===== src/hw/flit_buffer_pkg.sv =====
package flit_buffer_pkg;

    // number of virtual channels on the port
    localparam int NUM_VC = 2;

    // flits per virtual channel, power of two
    localparam int VC_DEPTH = 4;

    // flit payload bits
    localparam int PAYLOAD_W = 32;

    // per-VC pointer width
    localparam int PTR_W = (VC_DEPTH > 1) ? $clog2(VC_DEPTH) : 1;

    // binary VC index width
    // kept at one bit for a single VC so the RAM address stays well formed
    localparam int VCID_W = (NUM_VC > 1) ? $clog2(NUM_VC) : 1;

    // flit as seen on the router port
    // msb first: header, tail, one-hot vc, payload
    typedef struct packed {
        // first flit of a packet
        logic                 hdr;
        // last flit of a packet
        logic                 tail;
        // one-hot virtual channel
        logic [NUM_VC-1:0]    vc;
        // flit data
        logic [PAYLOAD_W-1:0] payload;
    } flit_t;

    // flit as stored in the shared RAM
    // vc field dropped, the slot address already encodes it
    typedef struct packed {
        // first flit of a packet
        logic                 hdr;
        // last flit of a packet
        logic                 tail;
        // flit data
        logic [PAYLOAD_W-1:0] payload;
    } ram_entry_t;

endpackage


===== src/hw/flit_buffer.sv =====
module flit_buffer
    import flit_buffer_pkg::*;
#(
    parameter int VCS   = NUM_VC,
    parameter int DEPTH = VC_DEPTH
) (
    input  logic           clk,
    input  logic           reset,
    // write side, vc one-hot while wr_en is high
    input  logic           wr_en,
    input  logic [VCS-1:0] wr_vc,
    input  flit_t          din,
    // read side, vc one-hot while rd_en is high
    input  logic           rd_en,
    input  logic [VCS-1:0] rd_vc,
    // flit of the last accepted read
    output flit_t          dout,
    output logic [VCS-1:0] vc_not_empty
);

    // address split, vc index on top of the slot pointer
    localparam int PTR_WIDTH  = (DEPTH > 1) ? $clog2(DEPTH) : 1;
    localparam int IDX_WIDTH  = (VCS > 1) ? $clog2(VCS) : 1;
    localparam int ADDR_WIDTH = IDX_WIDTH + PTR_WIDTH;

    // per-vc strobes
    logic [VCS-1:0] wr;
    logic [VCS-1:0] rd;

    // per-vc grants
    logic [VCS-1:0] wr_accept;
    logic [VCS-1:0] rd_accept;

    // all pointers, packed for the selectors
    logic [VCS-1:0][PTR_WIDTH-1:0] wr_ptrs;
    logic [VCS-1:0][PTR_WIDTH-1:0] rd_ptrs;

    // RAM side
    logic [ADDR_WIDTH-1:0] ram_wr_addr;
    logic [ADDR_WIDTH-1:0] ram_rd_addr;
    logic                  ram_wr_en;
    logic                  ram_rd_en;
    ram_entry_t            ram_din;
    ram_entry_t            ram_dout;

    // vc of the read in flight
    logic [VCS-1:0] rd_vc_q;

    // spread the strobes over the vcs
    assign wr = wr_en ? wr_vc : '0;
    assign rd = rd_en ? rd_vc : '0;

    // one controller per vc
    for (genvar i = 0; i < VCS; i++) begin : g_vc
        vc_queue_ctrl #(
            .DEPTH     (DEPTH),
            .PTR_WIDTH (PTR_WIDTH)
        ) u_ctrl (
            .clk       (clk),
            .reset     (reset),
            .wr        (wr[i]),
            .rd        (rd[i]),
            .wr_ptr    (wr_ptrs[i]),
            .rd_ptr    (rd_ptrs[i]),
            .not_empty (vc_not_empty[i]),
            .wr_accept (wr_accept[i]),
            .rd_accept (rd_accept[i])
        );
    end

    // only granted strobes reach the RAM
    // a write to a full vc is dropped here
    assign ram_wr_en = |wr_accept;
    assign ram_rd_en = |rd_accept;

    // vc field not stored
    assign ram_din = '{hdr: din.hdr, tail: din.tail, payload: din.payload};

    // write slot
    vc_addr_select #(
        .VCS       (VCS),
        .PTR_WIDTH (PTR_WIDTH)
    ) u_wr_sel (
        .vc_sel (wr_vc),
        .ptrs   (wr_ptrs),
        .addr   (ram_wr_addr)
    );

    // read slot
    vc_addr_select #(
        .VCS       (VCS),
        .PTR_WIDTH (PTR_WIDTH)
    ) u_rd_sel (
        .vc_sel (rd_vc),
        .ptrs   (rd_ptrs),
        .addr   (ram_rd_addr)
    );

    // shared storage
    flit_ram #(
        .ADDR_WIDTH (ADDR_WIDTH)
    ) u_ram (
        .clk     (clk),
        .reset   (reset),
        .wr_en   (ram_wr_en),
        .wr_addr (ram_wr_addr),
        .wr_data (ram_din),
        .rd_en   (ram_rd_en),
        .rd_addr (ram_rd_addr),
        .rd_data (ram_dout)
    );

    // loads with the RAM read register, so the two stay aligned
    always_ff @(posedge clk or posedge reset) begin
        if (reset) begin
            rd_vc_q <= '0;
        end else if (ram_rd_en) begin
            rd_vc_q <= rd_vc;
        end
    end

    // rebuild the port flit
    assign dout = '{hdr: ram_dout.hdr, tail: ram_dout.tail, vc: rd_vc_q,
                    payload: ram_dout.payload};

endmodule


===== src/hw/flit_ram.sv =====
module flit_ram
    import flit_buffer_pkg::*;
#(
    // index bits plus pointer bits
    parameter int ADDR_WIDTH = VCID_W + PTR_W
) (
    input  logic                  clk,
    input  logic                  reset,
    // write port
    input  logic                  wr_en,
    input  logic [ADDR_WIDTH-1:0] wr_addr,
    input  ram_entry_t            wr_data,
    // read port, one cycle latency
    input  logic                  rd_en,
    input  logic [ADDR_WIDTH-1:0] rd_addr,
    output ram_entry_t            rd_data
);

    // one slot per address, all vcs together
    ram_entry_t mem [2**ADDR_WIDTH];

    // storage write
    always_ff @(posedge clk) begin
        if (wr_en) begin
            mem[wr_addr] <= wr_data;
        end
    end

    // registered read
    // holds its value until the next accepted read
    // a same-edge write never hits the read slot, the guards keep them apart
    always_ff @(posedge clk or posedge reset) begin
        if (reset) begin
            rd_data <= '0;
        end else if (rd_en) begin
            rd_data <= mem[rd_addr];
        end
    end

endmodule


===== src/hw/vc_addr_select.sv =====
module vc_addr_select
    import flit_buffer_pkg::*;
#(
    parameter int VCS       = NUM_VC,
    parameter int PTR_WIDTH = PTR_W,
    // binary index width, one bit minimum
    localparam int IDX_W    = (VCS > 1) ? $clog2(VCS) : 1
) (
    // one-hot vc code
    input  logic [VCS-1:0]                vc_sel,
    // one pointer per vc, vc 0 in the low slot
    input  logic [VCS-1:0][PTR_WIDTH-1:0] ptrs,
    // shared RAM address, index above pointer
    output logic [IDX_W+PTR_WIDTH-1:0]    addr
);

    // binary vc index
    logic [IDX_W-1:0]     vc_idx;

    // pointer of the selected vc
    logic [PTR_WIDTH-1:0] vc_ptr;

    // one-hot to binary
    // OR of the positions of the set bits, exact for a one-hot code
    always_comb begin
        vc_idx = '0;
        for (int i = 0; i < VCS; i++) begin
            if (vc_sel[i]) begin
                vc_idx = vc_idx | IDX_W'(i);
            end
        end
    end

    // masked OR mux over the pointers
    // each pointer ANDed with its select bit
    always_comb begin
        vc_ptr = '0;
        for (int i = 0; i < VCS; i++) begin
            vc_ptr = vc_ptr | (ptrs[i] & {PTR_WIDTH{vc_sel[i]}});
        end
    end

    // each vc owns a contiguous slice of the RAM
    assign addr = {vc_idx, vc_ptr};

endmodule


===== src/hw/vc_queue_ctrl.sv =====
module vc_queue_ctrl
    import flit_buffer_pkg::*;
#(
    parameter int DEPTH     = VC_DEPTH,
    parameter int PTR_WIDTH = PTR_W
) (
    input  logic                 clk,
    input  logic                 reset,
    // write strobe for this vc
    input  logic                 wr,
    // read strobe for this vc
    input  logic                 rd,
    output logic [PTR_WIDTH-1:0] wr_ptr,
    output logic [PTR_WIDTH-1:0] rd_ptr,
    output logic                 not_empty,
    // write granted this cycle
    output logic                 wr_accept,
    // read granted this cycle
    output logic                 rd_accept
);

    // depth counter is one bit wider so full is representable
    localparam logic [PTR_WIDTH:0]   DEPTH_MAX = (PTR_WIDTH + 1)'(DEPTH);

    // last slot of the circular buffer
    localparam logic [PTR_WIDTH-1:0] PTR_LAST  = PTR_WIDTH'(DEPTH - 1);

    // flits currently held
    logic [PTR_WIDTH:0] depth;

    // guards look at the depth before this cycle's strobes
    // so a write to a full queue is refused even with a read alongside
    assign wr_accept = wr && (depth < DEPTH_MAX);
    assign rd_accept = rd && (depth != '0);

    // level straight from the counter
    assign not_empty = (depth != '0);

    // write pointer, wraps at the end of the slice
    always_ff @(posedge clk or posedge reset) begin
        if (reset) begin
            wr_ptr <= '0;
        end else if (wr_accept) begin
            if (wr_ptr == PTR_LAST) begin
                wr_ptr <= '0;
            end else begin
                wr_ptr <= wr_ptr + 1'b1;
            end
        end
    end

    // read pointer, same wrap rule
    always_ff @(posedge clk or posedge reset) begin
        if (reset) begin
            rd_ptr <= '0;
        end else if (rd_accept) begin
            if (rd_ptr == PTR_LAST) begin
                rd_ptr <= '0;
            end else begin
                rd_ptr <= rd_ptr + 1'b1;
            end
        end
    end

    // depth follows the granted strobes only
    always_ff @(posedge clk or posedge reset) begin
        if (reset) begin
            depth <= '0;
        end else begin
            case ({wr_accept, rd_accept})
                // write only
                2'b10: begin
                    depth <= depth + 1'b1;
                end
                // read only
                2'b01: begin
                    depth <= depth - 1'b1;
                end
                // both or neither, no change
                default: begin
                    depth <= depth;
                end
            endcase
        end
    end

endmodule


===== config.mk =====
export PLATFORM = sky130hd
export DESIGN_NAME = flit_buffer
export DESIGN_NICKNAME = d
export VERILOG_FILES = /design/src/hw/flit_buffer_pkg.sv /design/src/hw/flit_buffer.sv /design/src/hw/flit_ram.sv /design/src/hw/vc_addr_select.sv /design/src/hw/vc_queue_ctrl.sv
export SDC_FILE = /design/constraint.sdc
export NUM_CORES = 1
export LEC_CHECK = 0
export BUFFER_PORTS_ARGS = -buffer_cell sky130_fd_sc_hd__buf_4
export CORE_AREA = 2 2 178 180
export DETAILED_ROUTE_END_ITERATION = 6
export DIE_AREA = 0 0 180 182
export SYNTH_ARGS = -nofsm -noshare
export SYNTH_HDL_FRONTEND = slang
export SYNTH_SLANG_ARGS = --single-unit

===== constraint.sdc =====
create_clock -name clk -period 4.4 [get_ports clk]
set_input_delay 1.1 -clock clk [delete_from_list [all_inputs] [get_ports clk]]
set_output_delay 1.1 -clock clk [all_outputs]
set_load 0.02 [all_outputs]

# Word level (Yosys, flattened, before mapping)
# Memories as Yosys holds them, arrays and structs flattened. A register that Yosys moved wholly into a read port is not among the register bits.
# Cells that the tools add are included.
[totals]
mem_bits_rw = 272
in_bits = 44
elab_cells = 54
memories = 1
ff_bits = 16
out_inout_bits = 38
[mem_list]
columns = ["memory", "words", "word_bits", "read_ports", "rd_clocked_by_memory_dff", "wr", "line", "text"]
rows = [
  ["u_ram.mem", 8, 34, 1, 1, 1, "flit_ram.sv:20", "ram_entry_t mem [2**ADDR_WIDTH];"],
]
[classes]
order_cmp = 2
mux = 12
add_sub_neg = 8
bitwise = 6
eq_ne = 8
reduce_logical = 10
[op_table]
columns = ["cell", "n"]
rows = [
  ["$eq A2 B2 Y1 const B", 6],
  ["$mux W2", 6],
  ["$pmux W3 S2", 2],
  ["$add A2 B1 Y2 const B", 4],
  ["$and A2 B2 Y2", 4],
  ["$add A3 B1 Y3 const B", 2],
  ["$lt A3 B3 Y1 const B", 2],
  ["$reduce_bool A3 Y1", 2],
  ["$sub A3 B1 Y3 const B", 2],
  ["$eq A2 B1 Y1 const B", 2],
  ["$logic_and A1 B1 Y1", 4],
  ["$mux W1", 4],
  ["$or A2 B2 Y2", 2],
  ["$reduce_bool A2 Y1", 2],
  ["$reduce_or A2 Y1", 2],
]

# Longest topological paths before layout
# Gate-level depths: netlist of run 1.
[logic_depth]
depth_word = 5
depth_mapped = 8
depth_no_buf = 8

# Cells and area by module
# Synthesis of run 1 repeated with hierarchy kept, for this count alone.
[unflattened]
hier_cells = 754
hier_area_um2 = 12832.3
[modules_own_cells]
columns = ["module", "seq_area_each_um2", "area_per_inst_um2", "cells_each", "n_inst"]
rows = [
  ["flit_ram", 9018.6, 11896.4, 674, 1],
  ["vc_queue_ctrl", 175.2, 384.1, 31, 2],
  ["flit_buffer", 50.0, 117.6, 12, 1],
  ["vc_addr_select", 0.0, 25.0, 3, 2],
]

# Worst setup path after synthesis of run 1
# No wires, ideal clock.
[synth_timing]
path_type = "input -> register"
from = "in wr_vc[1]"
to = "mem u_ram.mem[3][0] (netlist bit), enable pin"
slack_ns = -0.197
arrival_ns = 4.130
setup_time_ns = 0.468
n_path_buf = 1
t_required_ns = 3.932
path_stages = 5
path_cell_list = "clkbuf_1 nand2b_1 a21boi_0 nand2b_1 nor3_1"
[synth_between]
elab_chain_len = 5
elab_cells_between_ends = 8
cone_classes = "mux: 4; bitwise: 2; reduce/logical: 2"
[synth_lines]
columns = ["item", "line", "text"]
rows = [
  ["start: declaration", "flit_buffer.sv:11", "input logic [VCS-1:0] wr_vc,"],
  ["$mux W2", "flit_buffer.sv:50", "assign wr = wr_en ? wr_vc : '0;"],
  ["$logic_and A1 B1 Y1", "vc_queue_ctrl.sv:33", "assign wr_accept = wr && (depth < DEPTH_MAX);"],
  ["$reduce_or A2 Y1", "flit_buffer.sv:73", "assign ram_wr_en = |wr_accept;"],
  ["$mux W1", "flit_ram.sv:24", "if (wr_en) begin"],
  ["$mux W1 (not written as such)", "flit_ram.sv:25", "mem[wr_addr] <= wr_data;"],
  ["end: declaration", "flit_ram.sv:20", ""],
]
# Parallel ways exist; a longest one is shown, timed or not.

# Final worst setup path of run 1
[layout_timing]
from = "in wr_vc[1]"
to = "mem u_ram.mem[5][33] (netlist bit), enable pin"
# The elaborated chain is that of the path after synthesis.

==> summary.txt, run 1 <==
Run status
  • Status: complete, no violations

Logic synthesis
  • Post-Syn Nets: 651
  • Top-area cell type share of the netlist area: 67.2%
  • Post-synth top area cell: edfxtp_1
  • Post-synth top flop: edfxtp_1
  • EDFF count, synth: 272
  • Most common cell in the netlist: edfxtp_1
  • Synth top cells by count: edfxtp_1 (272), mux2i_1 (70), dfrtp_1 (50)
  • Ys async rst share: 15.5%
  • Cell variety after synth: 34
  • Ys Warns: 0
  • Area contributors post-synth: edfxtp_1 (67%), dfrtp_1 (10%), mux4_2 (6.3%), mux2i_1 (5.8%), a221o_1 (2.8%)
  • Synthesized cell area: 12200 um2
  • Seq/Total Area, Yosys: 77.4%
  • Syn avg cell area: 20.3 um2
  • Post-Synthesis Cells: 599
  • Seq cells post-synth: 322

Timing
  • RSZ-0062 raised after global routing: false
  • Final setup fails: 0
  • Crit share post-route: 62.4%
  • Worst-Margin Slew: 1060 ps
  • Worst Skew: 24.6 ps
  • Final Hold Fails: 0
  • Slew margin rel.: 29.5%
  • Crit path time final: 2750 ps
  • Max-slew violations: 0
  • Achievable frequency: 0.364 GHz
  • Final hold slack: 489 ps

CTS
  • CTS tree: built
  • Clock slew at reported path FFs: 60 ps
  • CTS resizes: 0
  • Clock Path Buffers: 3
  • Root Driver: clkbuf_16
  • Worst-skew pair later-pin latency: 520 ps
  • Post-CTS Hold Buffers: 0
  • CTS H-tree depth: 2
  • CTS buffer count: 35
  • Post-CTS Setup Inserts: 0
  • CTS Sinks: 322

Job
  • Number of max-cap violations: 0

Layout
  • Multi-input gate area: 2600 um2
  • ANT cells: 0
  • Register area: 9420 um2
  • Area grow syn2layout: 20.0%
  • Layout cells sized above 1: 28.1%
  • Nets: 759
  • # fillers: 2564
  • Final Instance Area: 14600 um2

Setup path
  • Crit. End Element: register
  • CP Class: input pin to register
  • CP arrival: 2940 ps
  • Req. time, crit path: 4590 ps
  • Worst Setup Start Kind: input pin
  • Crit path max fanout: 17

Detailed routing
  • Initial DRC Count: 415
  • Post-route antenna net violation count: 0
  • Via count: 5992
  • Average wire per standard cell: 22.8 um
  • DRT Wirelength: 25900 um
  • Vias per inst: 5.27
  • 1st-pass router iterations: 4
  • # DRC: 0

Global routing
  • First-pass GRT wire length: 39800 um
  • Global Route Usage Sum: 16.1%
  • Largest net degree at the start of global routing: 52
  • Vias in the first global route: 6511
  • Initial antenna violation count: 0
  • GRT overflow: 0

Power and ir drop
  • Clk pwr share: 34.7%
  • Pint: 6.50 mW
  • Seq pwr share: 43.8%
  • Switching Power: 2.42 mW
  • VDD IR max: 342 uV
  • Net switching share of the total power: 27.1%
  • Power Density: 611 nW/um2
  • Lkg Pwr: 5.39 nW
  • Combinational fraction of design power: 21.5%

Floorplan
  • Num ports: 82
  • Die area: 32800 um2
  • FP Rows: 65
  • Die Wd: 180 um
  • Die Span Y: 182 um
  • Core area: 31000 um2
  • Initial Util: 39.2%

Placed design
  • Post-DP HPWL: 14400 um
  • GPL Wtd Cong: 0.701
  • Post-DP Area: 13400 um2
  • Input/output buffers: 79

Worst hold path
  • Min-delay worst type: register to register
## final cells by class
| type | count | area share [%] |
|---|---|---|
| clock inverter | 18 | 2.12 |
| tap | 402 | 3.45 |
| multi-input combinational | 237 | 17.8 |
| timing repair buffer | 102 | 5.50 |
| clock buffer | 46 | 6.35 |
| sequential | 322 | 64.5 |
| inverter | 9 | 0.231 |
## critical path, cell delays in order
cell	delay, ps
buf_4	150
nand2b_1	70
a21boi_0	300
nand2b_1	260
nor2_4	670
buf_4	360
## cells in the final DEF, fill, tap and decap left out, types with 2 or more instances in the layout
cell type | Yosys | routed
clkinvlp_4 | 0 | 2
clkbuf_16 | 0 | 35
mux2i_1 | 70 | 70
nand3b_1 | 3 | 3
inv_6 | 0 | 2
mux4_2 | 34 | 34
buf_4 | 2 | 99
nor3_1 | 8 | 4
nor2_1 | 7 | 2
a21o_1 | 4 | 4
xnor2_1 | 2 | 2
nand2_1 | 8 | 8
inv_1 | 8 | 7
nand2b_1 | 3 | 3
a221o_1 | 34 | 34
clkbuf_1 | 4 | 10
buf_12 | 0 | 3
dfrtp_1 | 50 | 50
o22ai_1 | 34 | 34
ha_1 | 6 | 6
bufinv_16 | 0 | 7
o22a_1 | 2 | 2
clkinv_1 | 0 | 4
mux2_2 | 2 | 2
edfxtp_1 | 272 | 272
fa_1 | 2 | 2
xor2_1 | 4 | 4
or3_1 | 3 | 3
inv_2 | 1 | 2
nor3_2 | 0 | 4
nor2_4 | 0 | 5
## power groups by stage
stage,clock (mW),sequential (mW),combinational (mW)
2_1_floorplan,0,4.08,1.16
3_3_place_gp,0,3.95,1.92
3_5_place_dp,0,3.97,1.97
4_1_cts,3.16,3.91,1.97
5_1_grt,3.29,3.94,2.10
6_report,3.09,3.91,1.92
## final timing paths
path / from / to / slack, ps / cells past startpoint
worst min register to register: rd_vc_q[1] / rd_vc_q[1] / 490 / 1
worst min-delay path: rd_vc_q[1] / rd_vc_q[1] / 490 / 1
worst max register to register: g_vc[0].u_ctrl.depth[2] / u_ram.mem[5][33] / 1820 / 5
min in group asynchronous: reset / u_ram.rd_data[22] / 690 / 2
worst max-delay path: wr_vc[1] / u_ram.mem[5][33] / 1650 / 6
max in group asynchronous: reset / u_ram.rd_data[15] / 2770 / 3
## layer usage
| metal | global-route usage (%) | vias to the layer above | wire, um |
|---|---|---|---|
| met5 | 0 | - | 0 |
| met4 | 4.36 | 0 | 415 |
| met3 | 3.03 | 32 | 1530 |
| met2 | 26.8 | 153 | 12900 |
| met1 | 21.8 | 3119 | 11000 |
| li1 | - | 2688 | - |
## state kept, by name (all words and copies together) (netlist names)
name	count
u_ram.rd_data	34
g_vc.u_ctrl.wr_ptr	4
rd_vc_q	2
g_vc.u_ctrl.depth	6
u_ram.mem	272
g_vc.u_ctrl.rd_ptr	4
## cell families (layout without fill, tap and decap cells)
| group | after synthesis | count (layout) | synth area share, % |
|---|---|---|---|
| flip-flops | 322 | 322 | 77.4 |
| XOR/XNOR | 6 | 6 | 0.432 |
| buffers and inverters | 40 | 175 | 1.71 |
| AO/OA/AOI/OAI | 81 | 81 | 5.69 |
| multiplexers | 106 | 106 | 12.2 |
| adder cells (fa/ha/maj) | 8 | 8 | 0.946 |
| AND/OR/NAND/NOR | 36 | 36 | 1.53 |
## metrics by stage
| step | setup slack, ps | utilization (%) | TNS, ps | std cells | total power [mW] |
|---|---|---|---|---|---|
| after floorplan | -197 | - | -23460 | 599 | 5.24 |
| after global placement | 1170 | 43.1 | 0 | 1072 | 5.87 |
| after detailed placement | 1100 | 43.1 | 0 | 1072 | 5.93 |
| after CTS | 1630 | 47.1 | 0 | 1136 | 9.04 |
| after global routing | 1530 | 47.1 | 0 | 1136 | 9.33 |
| final | 1650 | 47.1 | 0 | 1136 | 8.92 |
Note: power is estimated with default switching activity, not from simulation.
==> run 2: changes to the inputs <==
ABC_AREA = 1   (was default)
CORE_AREA = 2 2 190 192   (was 2 2 178 180)
DIE_AREA = 0 0 192 194   (was 0 0 180 182)
clock period = 2.3 ns   (was 4.4 ns; I/O delays follow)
==> run 2 against run 1 <==
Effect of this change: register-to-register slack worse by 1400 ps; hold slack got worse by 340 ps; die area grew 14%; worst setup slack got worse by 1300 ps; final cell count grew 63%; critical path type is now register to register; critical endpoint is now g_vc[0].u_ctrl.depth[2].
==> summary.txt, run 2 <==
Power and ir drop
  • VDD IR max: 907 uV (+170%)
  • Power Density: 1100 nW/um2 (+81%)
  • Lkg Pwr: 6.96 nW (+29%)
  • Overall power: 18.3 mW (+100%)

Logic synthesis
  • Syn avg cell area: 10.9 um2 (-46%)
  • Post-synth top area cell: edfxtp_1
  • Post-Synthesis Cells: 1278 (+110%)
  • Seq/Total Area, Yosys: 67.7% (-9.8 points)
  • Synthesized cell area: 13900 um2 (+14%)
  • EDFF count, synth: 272 (unchanged)
  • Cell variety after synth: 25 (-26%)
  • Ys async rst share: 15.5% (unchanged)
  • Post-synth top flop: edfxtp_1
  • Post-Syn Nets: 1330 (+100%)
  • Ys Warns: 0 (unchanged)
  • Synth top cells by count: nand2_1 (334), edfxtp_1 (272), nand3_1 (210), inv_1 (191), nand3b_1 (102)
  • Seq cells post-synth: 322 (unchanged)
  • Most common cell in the netlist: nand2_1
  • Area contributors post-synth: edfxtp_1 (59%), nand2_1 (9.0%), dfrtp_1 (9.0%), nand3_1 (7.6%), nand3b_1 (5.5%)
  • Top-area cell type share of the netlist area: 58.7% (-8.5 points)

Layout
  • Nets: 1415 (+86%)
  • Area grow syn2layout: 18.8%
  • Final core occ: 46.9% (-0.16 points)
  • ANT cells: 0 (unchanged)
  • Max FFs per register: 272 (unchanged)
  • Largest regs: u_ram.mem (272), u_ram.rd_data (34), g_vc.u_ctrl.depth (6)
  • Commonest cells after routing, fill and taps aside: nand2_1 (332), edfxtp_1 (272), nand3_1 (210)
  • Most flop-heavy register: u_ram.mem
  • Layout cells sized above 1: 13.2% (-15 points)
  • Register area: 9420 um2 (unchanged)
  • Commonest non-fill, non-tap cell in the layout: nand2_1
  • # fillers: 3174 (+24%)
  • Multi-input gate area: 3480 um2 (+34%)
  • Final Instance Area: 16500 um2 (+13%)

Placed design
  • GPL Wtd Cong: 0.738 (+5.3%)
  • Post-DP HPWL: 17600 um (+22%)
  • Input/output buffers: 79 (unchanged)
  • Post-DP Area: 15400 um2 (+15%)

CTS
  • Clock Path Buffers: 3 (unchanged)
  • CTS resizes: 0 (unchanged)
  • Worst-skew pair later-pin latency: 510 ps (about the same)
  • CTS buffer count: 36 (+2.9%)
  • CTS Sinks: 322 (unchanged)
  • Post-CTS Setup Inserts: 0 (unchanged)
  • CTS H-tree depth: 2 (unchanged)
  • CTS tree: built
  • Post-CTS Hold Buffers: 0 (unchanged)
  • Clock slew at reported path FFs: 60 ps (about the same)
  • Root Driver: clkbuf_16

Timing
  • Slew margin rel.: 59.8% (+30 points)
  • Crit path time final: 1930 ps
  • Final setup fails: 0 (unchanged)
  • Crit share post-route: 83.8%
  • Worst Skew: 14.6 ps (-9.97 ps)
  • Max-slew violations: 0 (unchanged)
  • Final Hold Fails: 0 (unchanged)
  • RSZ-0062 raised after global routing: false
  • Final hold slack: 148 ps (-342 ps)
  • Achievable frequency: 0.519 GHz
  • Worst-Margin Slew: 602 ps (-456 ps)

Global routing
  • Vias in the first global route: 8756 (+34%)
  • Initial antenna violation count: 0 (unchanged)
  • First-pass GRT wire length: 49800 um (+25%)
  • Largest net degree at the start of global routing: 84 (+62%)
  • GRT overflow: 0 (unchanged)
  • Global Route Usage Sum: 17.2% (+1.2 points)

Detailed routing
  • Initial DRC Count: 490 (+18%)
  • 1st-pass router iterations: 5 (+1)
  • DRT Wirelength: 31900 um (+23%)
  • # DRC: 0 (unchanged)
  • Post-route antenna net violation count: 0 (unchanged)
  • Average wire per standard cell: 17.2 um (-24%)
  • Vias per inst: 4.89 (-7.3%)
  • Via count: 9055 (+51%)

Floorplan
  • Die Wd: 192 um (+6.7%)
  • Initial Util: 39.5% (+0.26 points)
  • Num ports: 82 (unchanged)
  • Core area: 35200 um2 (+14%)
  • Die area: 37200 um2 (+14%)
  • Die Span Y: 194 um (+6.6%)
  • FP Rows: 69 (+6.2%)

Setup path
  • CP Class: register to register
  • CP arrival: 2320 ps (-620 ps)
  • Worst Setup Start Kind: register
  • Crit path max fanout: 4 (-13)
  • Req. time, crit path: 2690 ps (-1900 ps)
  • Crit. End Element: register

Run status
  • Status: complete, no violations

Job
  • Number of max-cap violations: 0 (unchanged)

Worst hold path
  • Min-delay worst type: input pin to async pin
[run 2: changes by cell type after synthesis, moves of 8 or more]
| cell | change |
|---|---|
| nand2_1 | +326 |
| nand3_1 | +210 |
| inv_1 | +183 |
| nand3b_1 | +99 |
| mux2i_1 | -70 |
| a221o_1 | -34 |
| mux4_2 | -34 |
| o22ai_1 | -34 |
| buf_2 | +24 |
| o21ai_0 | +9 |
| nor2_1 | +8 |
[run 2: layout make-up]
class,instances,share of cell area (%)
clock buffers,52,6.24
multi-input cells,693,21.0
clock inverters,14,0.628
well taps,461,3.49
flip-flops and latches,322,57.0
inverters,194,4.40
repair buffers,116,7.23
[run 2: final timing paths]
check | startpoint | to | slack [ps] | cells after the start
setup / recovery | g_vc[0].u_ctrl.depth[0] | g_vc[0].u_ctrl.depth[2] | 370 | 10
hold / removal | reset | g_vc[0].u_ctrl.wr_ptr[0] | 150 | 2
setup reg to reg | g_vc[0].u_ctrl.depth[0] | g_vc[0].u_ctrl.depth[2] | 370 | 10
hold reg to reg | g_vc[0].u_ctrl.depth[1] | g_vc[0].u_ctrl.depth[1] | 480 | 2
max in group asynchronous | reset | u_ram.rd_data[17] | 1560 | 3
min in group clk | din[34] | u_ram.mem[3][32] | 300 | 1
[run 2: worst max-delay path, stage by stage (launching register included)]
cell and delay, ps:
dfrtp_1 360, inv_1 80, nand3_1 140, nand2_1 90, inv_1 120, ha_1 150, inv_1 60, fa_1 380
a21oi_1 150, o21ai_0 110, xor2_1 150
[run 2: through the flow]
| step | TNS (ps) | instances | setup slack (ps) |
|---|---|---|---|
| 2_1_floorplan | -32060 | 1278 | -224 |
| 3_3_place_gp | 0 | 1786 | 163 |
| 3_5_place_dp | 0 | 1786 | 143 |
| 6_report | 0 | 1852 | 372 |
| 4_1_cts | 0 | 1852 | 357 |
| 5_1_grt | 0 | 1852 | 248 |
[run 2: cell families after synthesis]
group           after synthesis  share of synthesized area (%)
buf+inv                     263                           7.97
fa+ha+maj                     8                          0.827
xor+xnor                      4                          0.252
flops                       322                           67.7
simple gates                665                           22.6
compound gates               16                          0.638
[run 2: power breakdown]
group          internal, mW  switching (mW)
sequential             7.06           0.363
combinational          1.91            3.44
clock                  3.24            2.24
total                  12.2            6.04
[run 2: metal layers]
layer  global-route usage (%)  part of all wire (%)  vias to the layer above
li1                         -                     -                     4406
met1                     23.9                    46                     4398
met2                     27.6                    47                      201
met3                     3.15                   4.5                       50
met4                     5.48                   2.3                        0
met5                        0                     0                        -
